File: src/verilog/cv_defs.svh
//----------------------------------------------------------------------
// Console bus glue widths and divider settings
// Shared by the map package and the RTL blocks
//----------------------------------------------------------------------

`ifndef CV_DEFS_SVH
`define CV_DEFS_SVH

// CPU bus widths
`define CV_ADDR_W 16
`define CV_DATA_W 8

// Cartridge paging
// 16 KiB pages, up to 64 of them
`define CV_PAGE_W 6
`define CV_CART_A_W 20

// Mirrored work RAM, 1 KiB
`define CV_RAM_A_W 10

// 10.7 MHz enables per CPU enable (3.58 MHz)
`define CV_CLK_DIV 3

`endif

File: src/verilog/cv_io_pkg.sv
//----------------------------------------------------------------------
// I/O map package
// Low port address type, port groups and controller mode
//----------------------------------------------------------------------

package cv_io_pkg;

  // Only the low byte of the address is decoded on I/O cycles
  typedef logic [7:0] io_port_t;

  // Controller scan mode
  typedef enum logic {
    CTRL_KEYPAD = 1'b0,
    CTRL_JOY    = 1'b1
  } ctrl_mode_t;

  // Port groups, decoded on bits 7:5
  localparam io_port_t IO_KEY_MODE = 8'h80;
  localparam io_port_t IO_VDP      = 8'hA0;
  localparam io_port_t IO_JOY_MODE = 8'hC0;
  // Sound chip on write, controllers on read
  localparam io_port_t IO_SND_CTRL = 8'hE0;

endpackage

File: src/verilog/cv_map_pkg.sv
//----------------------------------------------------------------------
// Memory map package
// Bus types and the base addresses of the memory regions
//----------------------------------------------------------------------

`include "cv_defs.svh"

package cv_map_pkg;

  // Bus and memory types
  typedef logic [`CV_ADDR_W-1:0]   addr_t;
  typedef logic [`CV_DATA_W-1:0]   data_t;
  typedef logic [`CV_PAGE_W-1:0]   page_t;
  typedef logic [`CV_CART_A_W-1:0] cart_addr_t;
  typedef logic [`CV_RAM_A_W-1:0]  ram_addr_t;

  // BIOS ROM, 8 KiB from 0000
  localparam addr_t BIOS_TOP      = 16'h1FFF;

  // RAM window, 1 KiB mirrored through 8 KiB
  localparam addr_t RAM_BASE      = 16'h6000;

  // Cartridge windows, 8 KiB each
  localparam addr_t CART_80_BASE  = 16'h8000;
  localparam addr_t CART_A0_BASE  = 16'hA000;
  localparam addr_t CART_C0_BASE  = 16'hC000;
  localparam addr_t CART_E0_BASE  = 16'hE000;

  // Megacart page select reads
  localparam addr_t PAGE_SEL_BASE = 16'hFFC0;

endpackage
File: src/verilog/cv_addr_dec.sv
//----------------------------------------------------------------------
// Address decoder
// Memory and I/O addresses to active-low chip selects
//----------------------------------------------------------------------

`timescale 1ns/1ps

module cv_addr_dec (
  input  logic              clk_i,
  input  logic              reset_n_s,
  input  cv_map_pkg::addr_t a_i,
  input  logic              mreq_n_i,
  input  logic              iorq_n_i,
  input  logic              rd_n_i,
  input  logic              wr_n_i,
  input  logic              rfsh_n_i,
  output logic              bios_ce_n_o,
  output logic              ram_ce_n_o,
  output logic [3:0]        cart_en_n_o,
  output logic              page_sel_n_o,
  output logic              vdp_r_n_o,
  output logic              vdp_w_n_o,
  output logic              psg_we_n_o,
  output logic              ctrl_r_n_o,
  output logic              ctrl_key_n_o,
  output logic              ctrl_joy_n_o
);

  logic                 mem_acc_s;
  logic                 mem_rd_s;
  logic                 io_rd_s;
  logic                 io_wr_s;
  cv_io_pkg::io_port_t  port_s;

  //--------------------------------------------------------------------
  // Memory decode
  //--------------------------------------------------------------------
  // Refresh cycles put the row address on the bus, keep them out
  assign mem_acc_s = ~mreq_n_i & rfsh_n_i & (~rd_n_i | ~wr_n_i);
  assign mem_rd_s  = ~mreq_n_i & rfsh_n_i & ~rd_n_i;

  assign bios_ce_n_o = ~(mem_acc_s & (a_i <= cv_map_pkg::BIOS_TOP));
  // Whole 8 KiB window, RAM ignores the upper bits
  assign ram_ce_n_o  = ~(mem_acc_s & (a_i[15:13] == cv_map_pkg::RAM_BASE[15:13]));

  // Cartridge windows
  assign cart_en_n_o[0] = ~(mem_acc_s & (a_i[15:13] == cv_map_pkg::CART_80_BASE[15:13]));
  assign cart_en_n_o[1] = ~(mem_acc_s & (a_i[15:13] == cv_map_pkg::CART_A0_BASE[15:13]));
  assign cart_en_n_o[2] = ~(mem_acc_s & (a_i[15:13] == cv_map_pkg::CART_C0_BASE[15:13]));
  assign cart_en_n_o[3] = ~(mem_acc_s & (a_i[15:13] == cv_map_pkg::CART_E0_BASE[15:13]));

  // Megacart paging, top 64 bytes on read
  assign page_sel_n_o = ~(mem_rd_s & (a_i >= cv_map_pkg::PAGE_SEL_BASE));

  //--------------------------------------------------------------------
  // I/O decode
  //--------------------------------------------------------------------
  assign port_s  = a_i[7:0];
  assign io_rd_s = ~iorq_n_i & ~rd_n_i;
  assign io_wr_s = ~iorq_n_i & ~wr_n_i;

  // Video chip, both directions
  assign vdp_r_n_o = ~(io_rd_s & (port_s[7:5] == cv_io_pkg::IO_VDP[7:5]));
  assign vdp_w_n_o = ~(io_wr_s & (port_s[7:5] == cv_io_pkg::IO_VDP[7:5]));

  // E0 group is shared by sound and controllers
  assign psg_we_n_o = ~(io_wr_s & (port_s[7:5] == cv_io_pkg::IO_SND_CTRL[7:5]));
  assign ctrl_r_n_o = ~(io_rd_s & (port_s[7:5] == cv_io_pkg::IO_SND_CTRL[7:5]));

  // Controller mode strobes
  assign ctrl_key_n_o = ~(io_wr_s & (port_s[7:5] == cv_io_pkg::IO_KEY_MODE[7:5]));
  assign ctrl_joy_n_o = ~(io_wr_s & (port_s[7:5] == cv_io_pkg::IO_JOY_MODE[7:5]));

  // No two memory devices drive the bus together
  a_mem_sel_onehot: assert property (
    @(posedge clk_i) disable iff (!reset_n_s)
    $onehot0({~bios_ce_n_o, ~ram_ce_n_o, ~cart_en_n_o})
  );

endmodule

File: src/verilog/cv_bus_timing.sv
//----------------------------------------------------------------------
// CPU bus timing
// Divides the 10.7 MHz enable down to the CPU enable and
// inserts the M1 wait state
//----------------------------------------------------------------------

`timescale 1ns/1ps
`include "cv_defs.svh"

module cv_bus_timing (
  input  logic clk_i,
  input  logic reset_n_s,
  input  logic clk_en_10m7_i,
  input  logic m1_n_i,
  input  logic psg_ready_i,
  output logic cpu_en_o,
  output logic wait_n_o
);

  // Reload value of the down counter
  localparam logic [1:0] DIV_LAST = 2'(`CV_CLK_DIV - 1);

  logic [1:0] clk_cnt_q;
  logic       m1_wait_q;

  //--------------------------------------------------------------------
  // Clock enable divider
  //--------------------------------------------------------------------
  // Starts at the top so no enable leaves reset
  always_ff @(posedge clk_i or negedge reset_n_s) begin
    if (!reset_n_s) begin
      clk_cnt_q <= DIV_LAST;
    end else if (clk_en_10m7_i) begin
      if (clk_cnt_q == 2'd0) begin
        clk_cnt_q <= DIV_LAST;
      end else begin
        clk_cnt_q <= clk_cnt_q - 2'd1;
      end
    end
  end

  // One enable in three
  assign cpu_en_o = clk_en_10m7_i & (clk_cnt_q == 2'd0);

  //--------------------------------------------------------------------
  // M1 wait state
  //--------------------------------------------------------------------
  // Set by first CPU enable of M1, cleared by the second
  always_ff @(posedge clk_i or negedge reset_n_s) begin
    if (!reset_n_s) begin
      m1_wait_q <= 1'b0;
    end else if (m1_n_i) begin
      m1_wait_q <= 1'b0;
    end else if (cpu_en_o) begin
      m1_wait_q <= ~m1_wait_q;
    end
  end

  // Sound chip busy also holds the CPU
  assign wait_n_o = psg_ready_i & ~m1_wait_q;

  // CPU enable rides on a 10.7 MHz enable and never repeats back to back
  a_cpu_en_spacing: assert property (
    @(posedge clk_i) disable iff (!reset_n_s)
    cpu_en_o |-> clk_en_10m7_i ##1 !cpu_en_o
  );

endmodule

File: src/verilog/cv_cart_mapper.sv
//----------------------------------------------------------------------
// Cartridge mapper
// Megacart page register and 20-bit cartridge address
//----------------------------------------------------------------------

`timescale 1ns/1ps
`include "cv_defs.svh"

module cv_cart_mapper (
  input  logic                   clk_i,
  input  logic                   reset_n_s,
  input  cv_map_pkg::addr_t      a_i,
  input  logic                   page_sel_n_i,
  input  cv_map_pkg::page_t      cart_pages_i,
  output cv_map_pkg::cart_addr_t cart_a_o
);

  localparam int OFS_W = `CV_CART_A_W - `CV_PAGE_W;

  cv_map_pkg::page_t page_q;
  cv_map_pkg::page_t page_s;

  //--------------------------------------------------------------------
  // Page register
  //--------------------------------------------------------------------
  // Read of FFC0+n selects page n, wrapped to the cartridge size
  always_ff @(posedge clk_i or negedge reset_n_s) begin
    if (!reset_n_s) begin
      page_q <= '0;
    end else if (!page_sel_n_i) begin
      page_q <= a_i[`CV_PAGE_W-1:0] & cart_pages_i;
    end
  end

  //--------------------------------------------------------------------
  // Address generation
  //--------------------------------------------------------------------
  // Lower 16 KiB is fixed to the last page
  assign page_s = (a_i >= cv_map_pkg::CART_C0_BASE) ? page_q : cart_pages_i;

  // Page number above the 16 KiB offset
  assign cart_a_o = {page_s, a_i[OFS_W-1:0]};

endmodule

File: src/verilog/cv_ctrl_ports.sv
//----------------------------------------------------------------------
// Controller ports
// Keypad or joystick mode latch and the player read mux
//----------------------------------------------------------------------

`timescale 1ns/1ps

module cv_ctrl_ports (
  input  logic              clk_i,
  input  logic              reset_n_s,
  input  logic              a1_i,
  input  logic              ctrl_key_n_i,
  input  logic              ctrl_joy_n_i,
  input  cv_map_pkg::data_t key_p1_i,
  input  cv_map_pkg::data_t key_p2_i,
  input  cv_map_pkg::data_t joy_p1_i,
  input  cv_map_pkg::data_t joy_p2_i,
  output cv_map_pkg::data_t d_o
);

  cv_io_pkg::ctrl_mode_t mode_q;

  //--------------------------------------------------------------------
  // Mode latch
  //--------------------------------------------------------------------
  // Write to 80 scans keypad, write to C0 scans joystick
  always_ff @(posedge clk_i or negedge reset_n_s) begin
    if (!reset_n_s) begin
      mode_q <= cv_io_pkg::CTRL_KEYPAD;
    end else if (!ctrl_key_n_i) begin
      mode_q <= cv_io_pkg::CTRL_KEYPAD;
    end else if (!ctrl_joy_n_i) begin
      mode_q <= cv_io_pkg::CTRL_JOY;
    end
  end

  //--------------------------------------------------------------------
  // Read mux
  //--------------------------------------------------------------------
  // A1 picks the player, mode picks the half of the controller
  always_comb begin
    if (mode_q == cv_io_pkg::CTRL_KEYPAD) begin
      d_o = a1_i ? key_p2_i : key_p1_i;
    end else begin
      d_o = a1_i ? joy_p2_i : joy_p1_i;
    end
  end

  // Decoder never strobes both modes in one access
  a_mode_sel_excl: assert property (
    @(posedge clk_i) disable iff (!reset_n_s)
    !(!ctrl_key_n_i && !ctrl_joy_n_i)
  );

endmodule

File: src/verilog/cv_glue_top.sv
//----------------------------------------------------------------------
// Console bus glue top
// Bus timing, decode, cartridge paging, controllers and the
// masked-AND read data mux
//----------------------------------------------------------------------

`timescale 1ns/1ps
`include "cv_defs.svh"

module cv_glue_top (
  input  logic                   clk_i,
  input  logic                   reset_n_s,
  input  logic                   clk_en_10m7_i,
  // CPU bus
  input  cv_map_pkg::addr_t      a_i,
  input  cv_map_pkg::data_t      d_i,
  input  logic                   mreq_n_i,
  input  logic                   iorq_n_i,
  input  logic                   rd_n_i,
  input  logic                   wr_n_i,
  input  logic                   m1_n_i,
  input  logic                   rfsh_n_i,
  output cv_map_pkg::data_t      d_o,
  output logic                   wait_n_o,
  output logic                   cpu_en_o,
  input  logic                   psg_ready_i,
  input  cv_map_pkg::page_t      cart_pages_i,
  // Read sources
  input  cv_map_pkg::data_t      bios_d_i,
  input  cv_map_pkg::data_t      ram_d_i,
  input  cv_map_pkg::data_t      cart_d_i,
  input  cv_map_pkg::data_t      vdp_d_i,
  // Controllers
  input  cv_map_pkg::data_t      key_p1_i,
  input  cv_map_pkg::data_t      key_p2_i,
  input  cv_map_pkg::data_t      joy_p1_i,
  input  cv_map_pkg::data_t      joy_p2_i,
  // Memory and chip selects
  output logic [12:0]            bios_a_o,
  output logic                   bios_ce_n_o,
  output cv_map_pkg::ram_addr_t  ram_a_o,
  output logic                   ram_ce_n_o,
  output cv_map_pkg::data_t      ram_d_o,
  output cv_map_pkg::cart_addr_t cart_a_o,
  output logic [3:0]             cart_en_n_o,
  output logic                   vdp_r_n_o,
  output logic                   vdp_w_n_o,
  output logic                   psg_we_n_o
);

  logic              page_sel_n_s;
  logic              ctrl_r_n_s;
  logic              ctrl_key_n_s;
  logic              ctrl_joy_n_s;
  cv_map_pkg::data_t d_ctrl_s;

  //--------------------------------------------------------------------
  // Blocks on the shared bus
  //--------------------------------------------------------------------
  cv_bus_timing i_cv_bus_timing (
    .clk_i         (clk_i),
    .reset_n_s     (reset_n_s),
    .clk_en_10m7_i (clk_en_10m7_i),
    .m1_n_i        (m1_n_i),
    .psg_ready_i   (psg_ready_i),
    .cpu_en_o      (cpu_en_o),
    .wait_n_o      (wait_n_o)
  );

  cv_addr_dec i_cv_addr_dec (
    .clk_i        (clk_i),
    .reset_n_s    (reset_n_s),
    .a_i          (a_i),
    .mreq_n_i     (mreq_n_i),
    .iorq_n_i     (iorq_n_i),
    .rd_n_i       (rd_n_i),
    .wr_n_i       (wr_n_i),
    .rfsh_n_i     (rfsh_n_i),
    .bios_ce_n_o  (bios_ce_n_o),
    .ram_ce_n_o   (ram_ce_n_o),
    .cart_en_n_o  (cart_en_n_o),
    .page_sel_n_o (page_sel_n_s),
    .vdp_r_n_o    (vdp_r_n_o),
    .vdp_w_n_o    (vdp_w_n_o),
    .psg_we_n_o   (psg_we_n_o),
    .ctrl_r_n_o   (ctrl_r_n_s),
    .ctrl_key_n_o (ctrl_key_n_s),
    .ctrl_joy_n_o (ctrl_joy_n_s)
  );

  cv_cart_mapper i_cv_cart_mapper (
    .clk_i        (clk_i),
    .reset_n_s    (reset_n_s),
    .a_i          (a_i),
    .page_sel_n_i (page_sel_n_s),
    .cart_pages_i (cart_pages_i),
    .cart_a_o     (cart_a_o)
  );

  cv_ctrl_ports i_cv_ctrl_ports (
    .clk_i        (clk_i),
    .reset_n_s    (reset_n_s),
    .a1_i         (a_i[1]),
    .ctrl_key_n_i (ctrl_key_n_s),
    .ctrl_joy_n_i (ctrl_joy_n_s),
    .key_p1_i     (key_p1_i),
    .key_p2_i     (key_p2_i),
    .joy_p1_i     (joy_p1_i),
    .joy_p2_i     (joy_p2_i),
    .d_o          (d_ctrl_s)
  );

  // Memory address and write data straight from the bus
  assign bios_a_o = a_i[12:0];
  assign ram_a_o  = a_i[`CV_RAM_A_W-1:0];
  assign ram_d_o  = d_i;

  //--------------------------------------------------------------------
  // Read data mux
  //--------------------------------------------------------------------
  // Unselected sources float high, so idle bus reads FF
  always_comb begin
    cv_map_pkg::data_t d_bios_v;
    cv_map_pkg::data_t d_ram_v;
    cv_map_pkg::data_t d_cart_v;
    cv_map_pkg::data_t d_vdp_v;
    cv_map_pkg::data_t d_ctrl_v;

    d_bios_v = bios_ce_n_o   ? '1 : bios_d_i;
    d_ram_v  = ram_ce_n_o    ? '1 : ram_d_i;
    // Any of the four windows
    d_cart_v = &cart_en_n_o  ? '1 : cart_d_i;
    d_vdp_v  = vdp_r_n_o     ? '1 : vdp_d_i;
    d_ctrl_v = ctrl_r_n_s    ? '1 : d_ctrl_s;

    d_o = d_bios_v & d_ram_v & d_cart_v & d_vdp_v & d_ctrl_v;
  end

endmodule

File: config.mk
export PLATFORM = sky130hd
export DESIGN_NAME = cv_glue_top
export DESIGN_NICKNAME = d
export VERILOG_FILES = /design/src/verilog/cv_io_pkg.sv /design/src/verilog/cv_map_pkg.sv /design/src/verilog/cv_addr_dec.sv /design/src/verilog/cv_bus_timing.sv /design/src/verilog/cv_cart_mapper.sv /design/src/verilog/cv_ctrl_ports.sv /design/src/verilog/cv_glue_top.sv
export VERILOG_INCLUDE_DIRS = /design/src /design/src/verilog
export SDC_FILE = /design/constraint.sdc
export NUM_CORES = 1
export LEC_CHECK = 0
export BUFFER_PORTS_ARGS = -buffer_cell sky130_fd_sc_hd__buf_2
export CAP_MARGIN = 20
export CORE_MARGIN = 3
export CORE_UTILIZATION = 28
export DETAILED_ROUTE_END_ITERATION = 7
export PLACE_DENSITY = 0.7
export SYNTH_ARGS = -nofsm -noshare
export SYNTH_HDL_FRONTEND = slang
export SYNTH_HIERARCHICAL = 1
export SYNTH_SLANG_ARGS = --single-unit
File: constraint.sdc
create_clock -name clk_i -period 1.76 [get_ports clk_i]
set_clock_uncertainty 0.15 [all_clocks]
set_input_delay 0.088 -clock clk_i [delete_from_list [all_inputs] [get_ports clk_i]]
set_output_delay 0.088 -clock clk_i [all_outputs]
set_load 0.05 [all_outputs]
# Word level (Yosys, flattened, before mapping)

Cells that the tools add are included.

Register bits after elaboration: 10
Bits in latches: 0
Bits in writable memories: 0
Memory bits (read-only): 0
Input port bits: 104
Output and inout port bits: 70
Logic and storage cells: 75
Memories: 0

Add/subtract/negate cells: 1
Multipliers: 0
Div/mod/pow operators: 0
$lt $le $gt $ge: 3
Eq/ne operators: 9
Shift operators: 0
Mux-type cells: 14
Bitwise operators: 40
Reductions and logical operators: 4

Operators by type and width:

| cell                                                                     | number |
|---|---|
| 8-bit 2-to-1 mux                                                         | 8 |
| 8-bit bitwise AND                                                        | 4 |
| 16-bit >= comparator (second input constant)                             | 2 |
| 3-bit equality test (second input constant)                              | 8 |
| 1-bit bitwise AND                                                        | 20 |
| 16-bit by 13-bit <= comparator with 1-bit output (second input constant) | 1 |
| 1-bit NOT                                                                | 14 |
| 6-bit bitwise AND                                                        | 1 |
| 6-bit 2-to-1 mux                                                         | 1 |
| 1-bit 2-to-1 mux                                                         | 4 |
| 4-bit AND reduction                                                      | 1 |
| 2-bit nonzero test                                                       | 2 |
| 3-bit by 2-bit equality test with 1-bit output (second input constant)   | 1 |
| 2-bit logical NOT                                                        | 1 |
| 2-bit 2-to-1 mux                                                         | 1 |
| 2-bit by 1-bit subtractor with 2-bit output (second input constant)      | 1 |
| 1-bit OR                                                                 | 1 |

# Logic depth before layout (Yosys ltp)

Gate-level depths: netlist of the first run.

Depth in word-level cells: 10
Gate-level depth with buffers: 6
Depth with buffers taken out: 4

# By module

Netlist of the first run, hierarchy kept.

Modules (own cells, without submodules):

| module         | times used | cells an instance | area each (µm²) | seq. area each (µm²) |
|---|---|---|---|---|
| cv_glue_top    | 1          | 68                | 469.2           | 0.0 |
| cv_cart_mapper | 1          | 46                | 436.7           | 150.1 |
| cv_ctrl_ports  | 1          | 13                | 232.7           | 25.0 |
| cv_addr_dec    | 1          | 27                | 166.4           | 0.0 |
| cv_bus_timing  | 1          | 16                | 166.4           | 76.3 |

# Worst setup path before layout of the first run

No wires, ideal clock.

Path kind: input to output
Start: in rfsh_n_i
End: out d_o[0]
Data arrival time: 2.366 ns
Data required time: 1.522 ns
Setup slack: -0.844 ns
Stages: 6
Buffers on the path: 2
Cells stage by stage: nor2b_1 clkbuf_1 nand4b_1 buf_2 o22ai_1 a211oi_1

Longest elaborated chain between the ends: 9
Elaborated cells between the ends (all ways): 20
Those cells by class: mux (3); bitwise (16); reduce/logical (1)

Ends and longest elaborated chain:

| element                              | RTL line           | text |
|---|---|---|
| start, declared                      | cv_glue_top.sv:22  | `input logic rfsh_n_i,` |
| 1-bit bitwise AND (*) (2 in a row)   | cv_addr_dec.sv:39  | `assign mem_acc_s = ~mreq_n_i & rfsh_n_i & (~rd_n_i \| ~wr_n_i);` |
| 1-bit bitwise AND (on tied branches) | --                 |  |
| 1-bit NOT (on tied branches)         | --                 |  |
| 4-bit AND reduction                  | cv_glue_top.sv:132 | `d_cart_v = &cart_en_n_o ? '1 : cart_d_i;` |
| 8-bit 2-to-1 mux                     | cv_glue_top.sv:132 |  |
| 8-bit bitwise AND (*) (3 in a row)   | cv_glue_top.sv:136 | `d_o = d_bios_v & d_ram_v & d_cart_v & d_vdp_v & d_ctrl_v;` |
| end, declared                        | cv_glue_top.sv:23  | `output cv_map_pkg::data_t d_o,` |

Every way passes the cells marked *; elsewhere a longest branch is shown, timed or not.

# Worst setup path in the final report of the first run

Start: reg i_cv_ctrl_ports.mode_q
End: out d_o[6]

Longest elaborated chain between the ends: 3

Ends and longest elaborated chain:

| element                | RTL line            | text |
|---|---|---|
| start, declared        | cv_ctrl_ports.sv:21 | `cv_io_pkg::ctrl_mode_t mode_q;` |
| start signal, assigned | cv_ctrl_ports.sv:29 | `mode_q <= cv_io_pkg::CTRL_KEYPAD;` |
| start signal, assigned | cv_ctrl_ports.sv:31 | `mode_q <= cv_io_pkg::CTRL_KEYPAD;` |
| start signal, assigned | cv_ctrl_ports.sv:33 | `mode_q <= cv_io_pkg::CTRL_JOY;` |
| 8-bit 2-to-1 mux       | cv_ctrl_ports.sv:42 | `if (mode_q == cv_io_pkg::CTRL_KEYPAD) begin` |
| net d_ctrl_s[6]        | cv_glue_top.sv:55   | `cv_map_pkg::data_t d_ctrl_s;` |
| 8-bit 2-to-1 mux       | cv_glue_top.sv:134  | `d_ctrl_v = ctrl_r_n_s ? '1 : d_ctrl_s;` |
| 8-bit bitwise AND      | cv_glue_top.sv:136  |  |

The timed path passes the listed nets, and every way through them passes these cells.

==> impl_results.md, run 1 <==
- Crit path cell chain: buf_6 -> mux4_2 -> o22ai_4 -> a211oi_4 -> buf_6
- Vias in the first global route: ~1600
- RD Place Congestion: just under 0.8
- Final antenna-violating net count: 0
- Hold WC Path Type: primary input to output port
- Synth area leader: buf_4
- Max stage delay on crit path: around 0.45 ns
- DR WL/cell: 14.13 µm
- Largest net degree at the start of global routing: 13
- Iteration-0 DRC Markers: 16
- Worst-Margin Slew: between 0.3 and 0.4 ns
- Largest cells by area after synthesis: buf_4 23%, dfrtp_1 15%, mux4_2 12%, mux2_4 7.1%, o22ai_1 6.8%
- Slew Limit Fails: 0
- GRT overflow: 0
- Critical Path AT: 1.54 ns
- Yosys cell types: 33
- # setup viols final: 4
- # IOs: about 170
- Setup WS pre-CTS: roughly 0.0063 ns
- Cts bufs inserted: 3
- Setup crit start kind: flop
- CTS H-tree depth: 1
- Power Internal: between 700 and 800 µW
- Layout area overhead: 62.76%
- PortBufs: approximately 160
- Most common cell after layout, fill and taps aside: buf_2
- Syn_nets: roughly 280
- Final hold vios: 0
- Req. time, crit path: 1.52 ns
- Cell area after synthesis: 1471 µm²
- Reg power frac: a little over a fifth
- Max-cap violations: 0
- Final worst-path setup slack: -0.02094 ns
- Starting Density: between 20 and 30%
- Avg Cell Area, Syn: roughly 8.7 µm²
- Fmax: 561.5 MHz
- Die area: ~6200 µm²
- Clock slew at reported path FFs: 0.05 ns
- Leak: 0.001235 µW
- Peak supply drop: roughly 0.53 mV
- Clock Latency Late Sink: 0.23 ns
- Failing checks: setup timing
- Clk Tree Root Cell: clkbuf_8
- ANT cells: 0
- Drt pass-1 iters: 4
- Sw Ratio: 44.89%
- RSZ-0062 raised after global routing: yes
- Core area: roughly 4900 µm²
- Yosys top cell area share: 22.96%
- Remaining routing DRC violations: 0
- Clock sinks: 10
- Die W: between 70 and 80 µm
- Worst relative slew slack: 74.69%
- CTS max path bufs: 2
- Slowest stage cell, crit path: dfrtp_2
- #FFs+latches synth: 10
- Result of the run: finished with violations
- TritonCTS clock tree: done
- Post-DP HPWL: roughly 4300 µm
- Combinational share of power: approximately three fifths
- Pwr dens: between 500 and 600 nW/µm²
- Crit-path max FO: 6
- Cells after synthesis: between 150 and 200
- Commonest cells after routing, fill and taps aside: 149 x buf_2, 16 x nand2_1, 13 x o22ai_1
- Clock power frac: 18.0%
- Critical setup path kind: flop to output port
- CP most frequent cell: buf_6
- First-pass GRT wire length: between 7000 and 8000 µm
- Core Rows: 25
- Overall routing resource usage: 15.61%
- Layout fillers: between 400 and 500
- Fin nets: between 400 and 500
- Post-synthesis sequential area ratio: between 10% and 20%
- Setup TNS: -0.04966 ns
- Layout cells sized above 1: between 60% and 70%
- Die Y: 78.49 µm
- Initial antenna violation count: 0
- Routed via count: between 1500 and 2000
- Crit share post-route: 101.2%
- Switching pwr: ~620 µW
- Post-Route WL: 5198 µm
- Power Total: 1376 µW
- Min cycle time layout: approximately 1.8 ns
- Yosys warnings: 6
- Worst Setup End Kind: output port
- Drt via density: 4.573
## cell usage after synthesis
library cell,instances
mux4_2,8
or4b_1,1
nand4_1,6
buf_4,45
mux2_4,7
and4_1,1
and2_1,1
clkbuf_1,1
dfstp_2,1
a21boi_0,1
nor2b_1,6
nand2_4,1
clkbuf_2,1
and2_4,1
a211oi_1,7
nand3_1,2
dfrtp_1,9
a21oi_1,1
o21ai_0,7
and3_1,1
buf_6,1
nand4b_1,2
or4_1,1
and4b_1,1
nor2_1,4
inv_1,11
nor3_1,1
o22ai_1,16
buf_2,5
ha_1,2
nand4_4,1
nand2_1,16
a211oi_2,1
## power groups by stage
stage                     Combinational, µW  Sequential (µW)  Clock (µW)
after floorplan                         649              289           0
after global placement                  756              306           0
after detailed placement                766              310           0
after CTS                               824              303         256
after global routing                    882              308         274
final                                   825              303         248
## through the flow
| stage | std cells | util [%] | hold WS [ns] | instance area (µm²) |
|---|---|---|---|---|
| final | 368 | 48.76 | 0.02602 | 2395 |
| after global routing | 368 | 48.76 | 0.02612 | 2395 |
| after CTS | 368 | 48.54 | 0.02634 | 2384 |
| after detailed placement | 353 | 43.90 | -0.1842 | 2156 |
| after global placement | 353 | 43.90 | -0.1909 | 2156 |
| after floorplan | 170 | - | -0.3576 | 1568 |
## area by class of cell
| cell class | count | area (µm²) | area share [%] |
|---|---|---|---|
| clock buffers | 4 | 45.04 | 1.881 |
| inverters | 11 | 41.29 | 1.724 |
| multi-input cells | 96 | 928.4 | 38.77 |
| flip-flops and latches | 10 | 252.7 | 10.55 |
| well taps | 67 | 83.83 | 3.501 |
| repair buffers | 180 | 1044 | 43.57 |
## cells by family after synthesis
family | Yosys count | share of synthesized area (%)
simple gates | 46 | 18.54
flops | 10 | 17.09
mux | 15 | 19.39
compound gates | 33 | 14.46
fa+ha+maj | 2 | 1.700
buf+inv | 64 | 28.83
## final timing paths
path                                                             to  cells after the start                                      from  slack, ns
setup / recovery                                             d_o[6]                      5        i_cv_ctrl_ports/mode_q$_DFFE_PN0P_      -0.02
max in group asynchronous  i_cv_bus_timing/clk_cnt_q[1]$_DFFE_PN1P_                      2                                 reset_n_s       1.13
setup reg to reg              i_cv_bus_timing/m1_wait_q$_DFFE_PN0P_                      4  i_cv_bus_timing/clk_cnt_q[1]$_DFFE_PN1P_       0.33
hold reg to reg              i_cv_cart_mapper/page_q[3]$_DFFE_PN0N_                      2    i_cv_cart_mapper/page_q[3]$_DFFE_PN0N_       0.33
min in group asynchronous    i_cv_cart_mapper/page_q[5]$_DFFE_PN0N_                      2                                 reset_n_s       0.08
hold / removal                                           ram_d_o[2]                      0                                    d_i[2]       0.03
## worst max-delay path: cells and delay by family (launching register included)
family | cells | cell delay [ns]
muxes | 1 | 0.34
buffers and inverters | 2 | 0.31
AOI/OAI and AO/OA | 2 | 0.21
DFF | 1 | 0.45
## timing repair
item                                   CTS  global route
endpoints found under the hold margin   18             0
gates resized for setup                 21             2
pin swaps                                3             0
hold buffers                            12             0
setup endpoints to repair                8             8
buffers inserted                         1             0
## sequential cells by signal, indices dropped and copies added, names as in the netlist
| signal | cells |
|---|---|
| i_cv_bus_timing/clk_cnt_q | 2 |
| i_cv_ctrl_ports/mode_q | 1 |
| i_cv_bus_timing/m1_wait_q | 1 |
| i_cv_cart_mapper/page_q | 6 |
## routing by layer
layer,vias up,global-route usage [%],routed length [µm],part of all wire (%)
met5,-,0,0,0
met4,0,4.196,42,0.81
met3,6,2.867,381,7.3
met2,75,29.45,2853,55
met1,777,17.85,1920,37
li1,825,-,-,-
No activity file was read; power rests on OpenSTA's default activity.
==> inputs of run 2 (changes only) <==
==> constraint.sdc (replaced) <==
create_clock -name clk_i -period 2.08 [get_ports clk_i]
set_clock_uncertainty 0.15 [all_clocks]
set_input_delay 0.104 -clock clk_i [delete_from_list [all_inputs] [get_ports clk_i]]
set_output_delay 0.104 -clock clk_i [all_outputs]
set_load 0.05 [all_outputs]
==> run 2 against run 1 <==
The flow now finishes without violations. Clock power is 19% lower. Sequential power is 15% lower. Critical path depth is 1 lower. Routed wire length is 3.8% lower.
==> impl_results.md, run 2 (same netlist as run 1, synthesis figures left out) <==
- Result of the run: completed (was finished with violations)
- GRT overflow: 0 (unchanged)
- Layout fillers: 531 (was 476)
- Final antenna-violating net count: 0 (unchanged)
- Power Total: 1093 µW (was 1376 µW)
- PortBufs: 157 (unchanged)
- Post-route cell area: 2148 µm² (was 2395 µm²)
- Slew Limit Fails: 0 (unchanged)
- RSZ-0062 raised after global routing: no (was yes)
- Die W: 78.49 µm (unchanged)
- CTS max path bufs: 2 (unchanged)
- RD Place Congestion: 0.8394 (was 0.7762)
- Peak supply drop: 0.5236 mV (was 0.5306 mV)
- Pwr dens: 508.8 nW/µm² (was 574.6 nW/µm²)
- Hold WC Path Type: primary input to flop (was primary input to output port)
- # IOs: 174 (unchanged)
- Drt via density: 4.663 (was 4.573)
- Commonest cells after routing, fill and taps aside: 157 x buf_2, 16 x o22ai_1, 16 x nand2_1 (was 149 x buf_2, 16 x nand2_1, 13 x o22ai_1)
- Hold Crit Start: a_i[3] (was d_i[2])
- ANT cells: 0 (unchanged)
- Setup crit start kind: flop (unchanged)
- Post-cts resize count: 0 (was 21)
- Flip-flop count of the largest register after layout: 6 (unchanged)
- Post-Route WL: 5000 µm (was 5198 µm)
- Worst setup path start: i_cv_ctrl_ports/mode_q$_DFFE_PN0P_ (unchanged)
- Fin nets: 396 (was 408)
- Final worst-path setup slack: 0.1657 ns (was -0.02094 ns)
- Drt pass-1 iters: 4 (unchanged)
- Post-DP HPWL: 4268 µm (was 4294 µm)
- Overall routing resource usage: 14.92% (was 15.61%)
- Core Rows: 25 (unchanged)
- Die Y: 78.49 µm (unchanged)
- Biggest regs: i_cv_cart_mapper/page_q: 6 flops, i_cv_bus_timing/clk_cnt_q: 2 flops (unchanged)
- Clock slew at reported path FFs: 0.05 ns (about the same)
- First-pass GRT wire length: 7610 µm (was 7645 µm)
- Layout cells sized above 1: 64.71% (was 67.44%)
- Critical setup path kind: flop to output port (unchanged)
- Clock Latency Late Sink: 0.23 ns (about the same)
- DP Area: 1993 µm² (was 2156 µm²)
- Starting Density: 29.96% (unchanged)
- Routed via count: 1660 (was 1683)
- CTS H-tree depth: 1 (unchanged)
- Largest net degree at the start of global routing: 13 (unchanged)
- Final hold vios: 0 (unchanged)
- TritonCTS clock tree: done (unchanged)
- Vias in the first global route: 1579 (was 1626)
- Hold path depth: 3 (was 0)
- Top reg by flops: i_cv_cart_mapper/page_q (unchanged)
- Cts bufs inserted: 3 (unchanged)
- Fmax: between 500 and 600 MHz
- Worst-Margin Slew: 0.4969 ns (was 0.3789 ns)
- Worst Setup End Kind: output port (unchanged)
- Clk Tree Root Cell: clkbuf_8 (unchanged)
- Most common cell after layout, fill and taps aside: buf_2 (unchanged)
- Crit-path max FO: 9 (was 6)
- Core Util, Final: 43.75% (was 48.76%)
- Clock sinks: 10 (unchanged)
- DR WL/cell: 14.04 µm (was 14.13 µm)
- Crit share post-route: roughly 92%
- Layout area overhead: 46.00% (was 62.76%)
- Area of the multi-input gates: 830.8 µm² (was 928.4 µm²)
- Req. time, crit path: 1.83 ns (was 1.52 ns)
- Reg2Reg Launch Point: i_cv_bus_timing/clk_cnt_q[1]$_DFFE_PN1P_ (unchanged)
- Min cycle time layout: about 1.9 ns
- Remaining routing DRC violations: 0 (unchanged)
- Initial antenna violation count: 0 (unchanged)
- Critical Path AT: 1.66 ns (was 1.54 ns)
- Die area: 6161 µm² (unchanged)
- Reg2Reg Depth: 4 (unchanged)
- # setup viols final: 0 (was 4)
- Hold_ws: 0.009761 ns (was 0.02602 ns)
- Leak: 0.001124 µW (was 0.001235 µW)
- Worst relative slew slack: 66.78% (was 74.69%)
- Core area: 4911 µm² (unchanged)
- Iteration-0 DRC Markers: 34 (was 16)
- Setup WS pre-CTS: 0.2182 ns (was 0.006276 ns)
- Seq. cell area: 251.5 µm² (was 252.7 µm²)
- Max-cap violations: 0 (unchanged)
## run 2: changes by cell type in the layout (fill, tap and decap cells not counted), sizes merged
cell	before	now
dlygate4sd3	12	11
buf	168	157
## run 2: what timing repair did
| action | in CTS | in global routing |
|---|---|---|
| hold buffers | 11 | 0 |
| endpoints found under the hold margin | 18 | 0 |
| setup buffers | 0 | 0 |
| endpoints found under the setup margin | 0 | 0 |
## run 2: metal layers
| metal | vias up | GRT usage [%] | routed length [µm] |
|---|---|---|---|
| met5 | - | 0 | 0 |
| met4 | 0 | 1.224 | 4 |
| met3 | 2 | 1.835 | 354 |
| met2 | 83 | 28.25 | 2655 |
| met1 | 766 | 18.63 | 1987 |
| li1 | 809 | - | - |
## run 2: worst paths after layout
kind                                                                 end  slack, ns
worst max register to register     i_cv_bus_timing/m1_wait_q$_DFFE_PN0P_       0.66
worst min-delay path              i_cv_cart_mapper/page_q[3]$_DFFE_PN0N_       0.01
max in group asynchronous       i_cv_bus_timing/clk_cnt_q[1]$_DFFE_PN1P_       1.41
worst max-delay path                                              d_o[5]       0.17
min in group asynchronous         i_cv_cart_mapper/page_q[5]$_DFFE_PN0N_       0.11
worst min register to register    i_cv_cart_mapper/page_q[1]$_DFFE_PN0N_       0.33
## run 2: layout make-up
cell class                      instances  area share, %
Timing Repair Buffer                  168          41.70
Multi-Input combinational cell         96          38.67
Sequential cell                        10          11.71
Tap cell                               67          3.902
Clock buffer                            4          2.097
Inverter                               11          1.922
## run 2: worst max-delay path, cell delays in order, from the launching register on
cell	delay (ns)
dfrtp_1	0.55
mux4_2	0.30
o22ai_1	0.09
a211oi_2	0.20
buf_2	0.29
## run 2: through the flow
stage          TNS, ns  instances
2_1_floorplan   -1.099        170
3_5_place_dp         0        341
4_1_cts              0        356
3_3_place_gp         0        341
5_1_grt              0        356
6_report             0        356
## run 2: where the power goes
part           total (µW)  switching, µW  internal, µW
registers             258           27.0           231
clock network         202           68.6           134
logic                 633            397           236
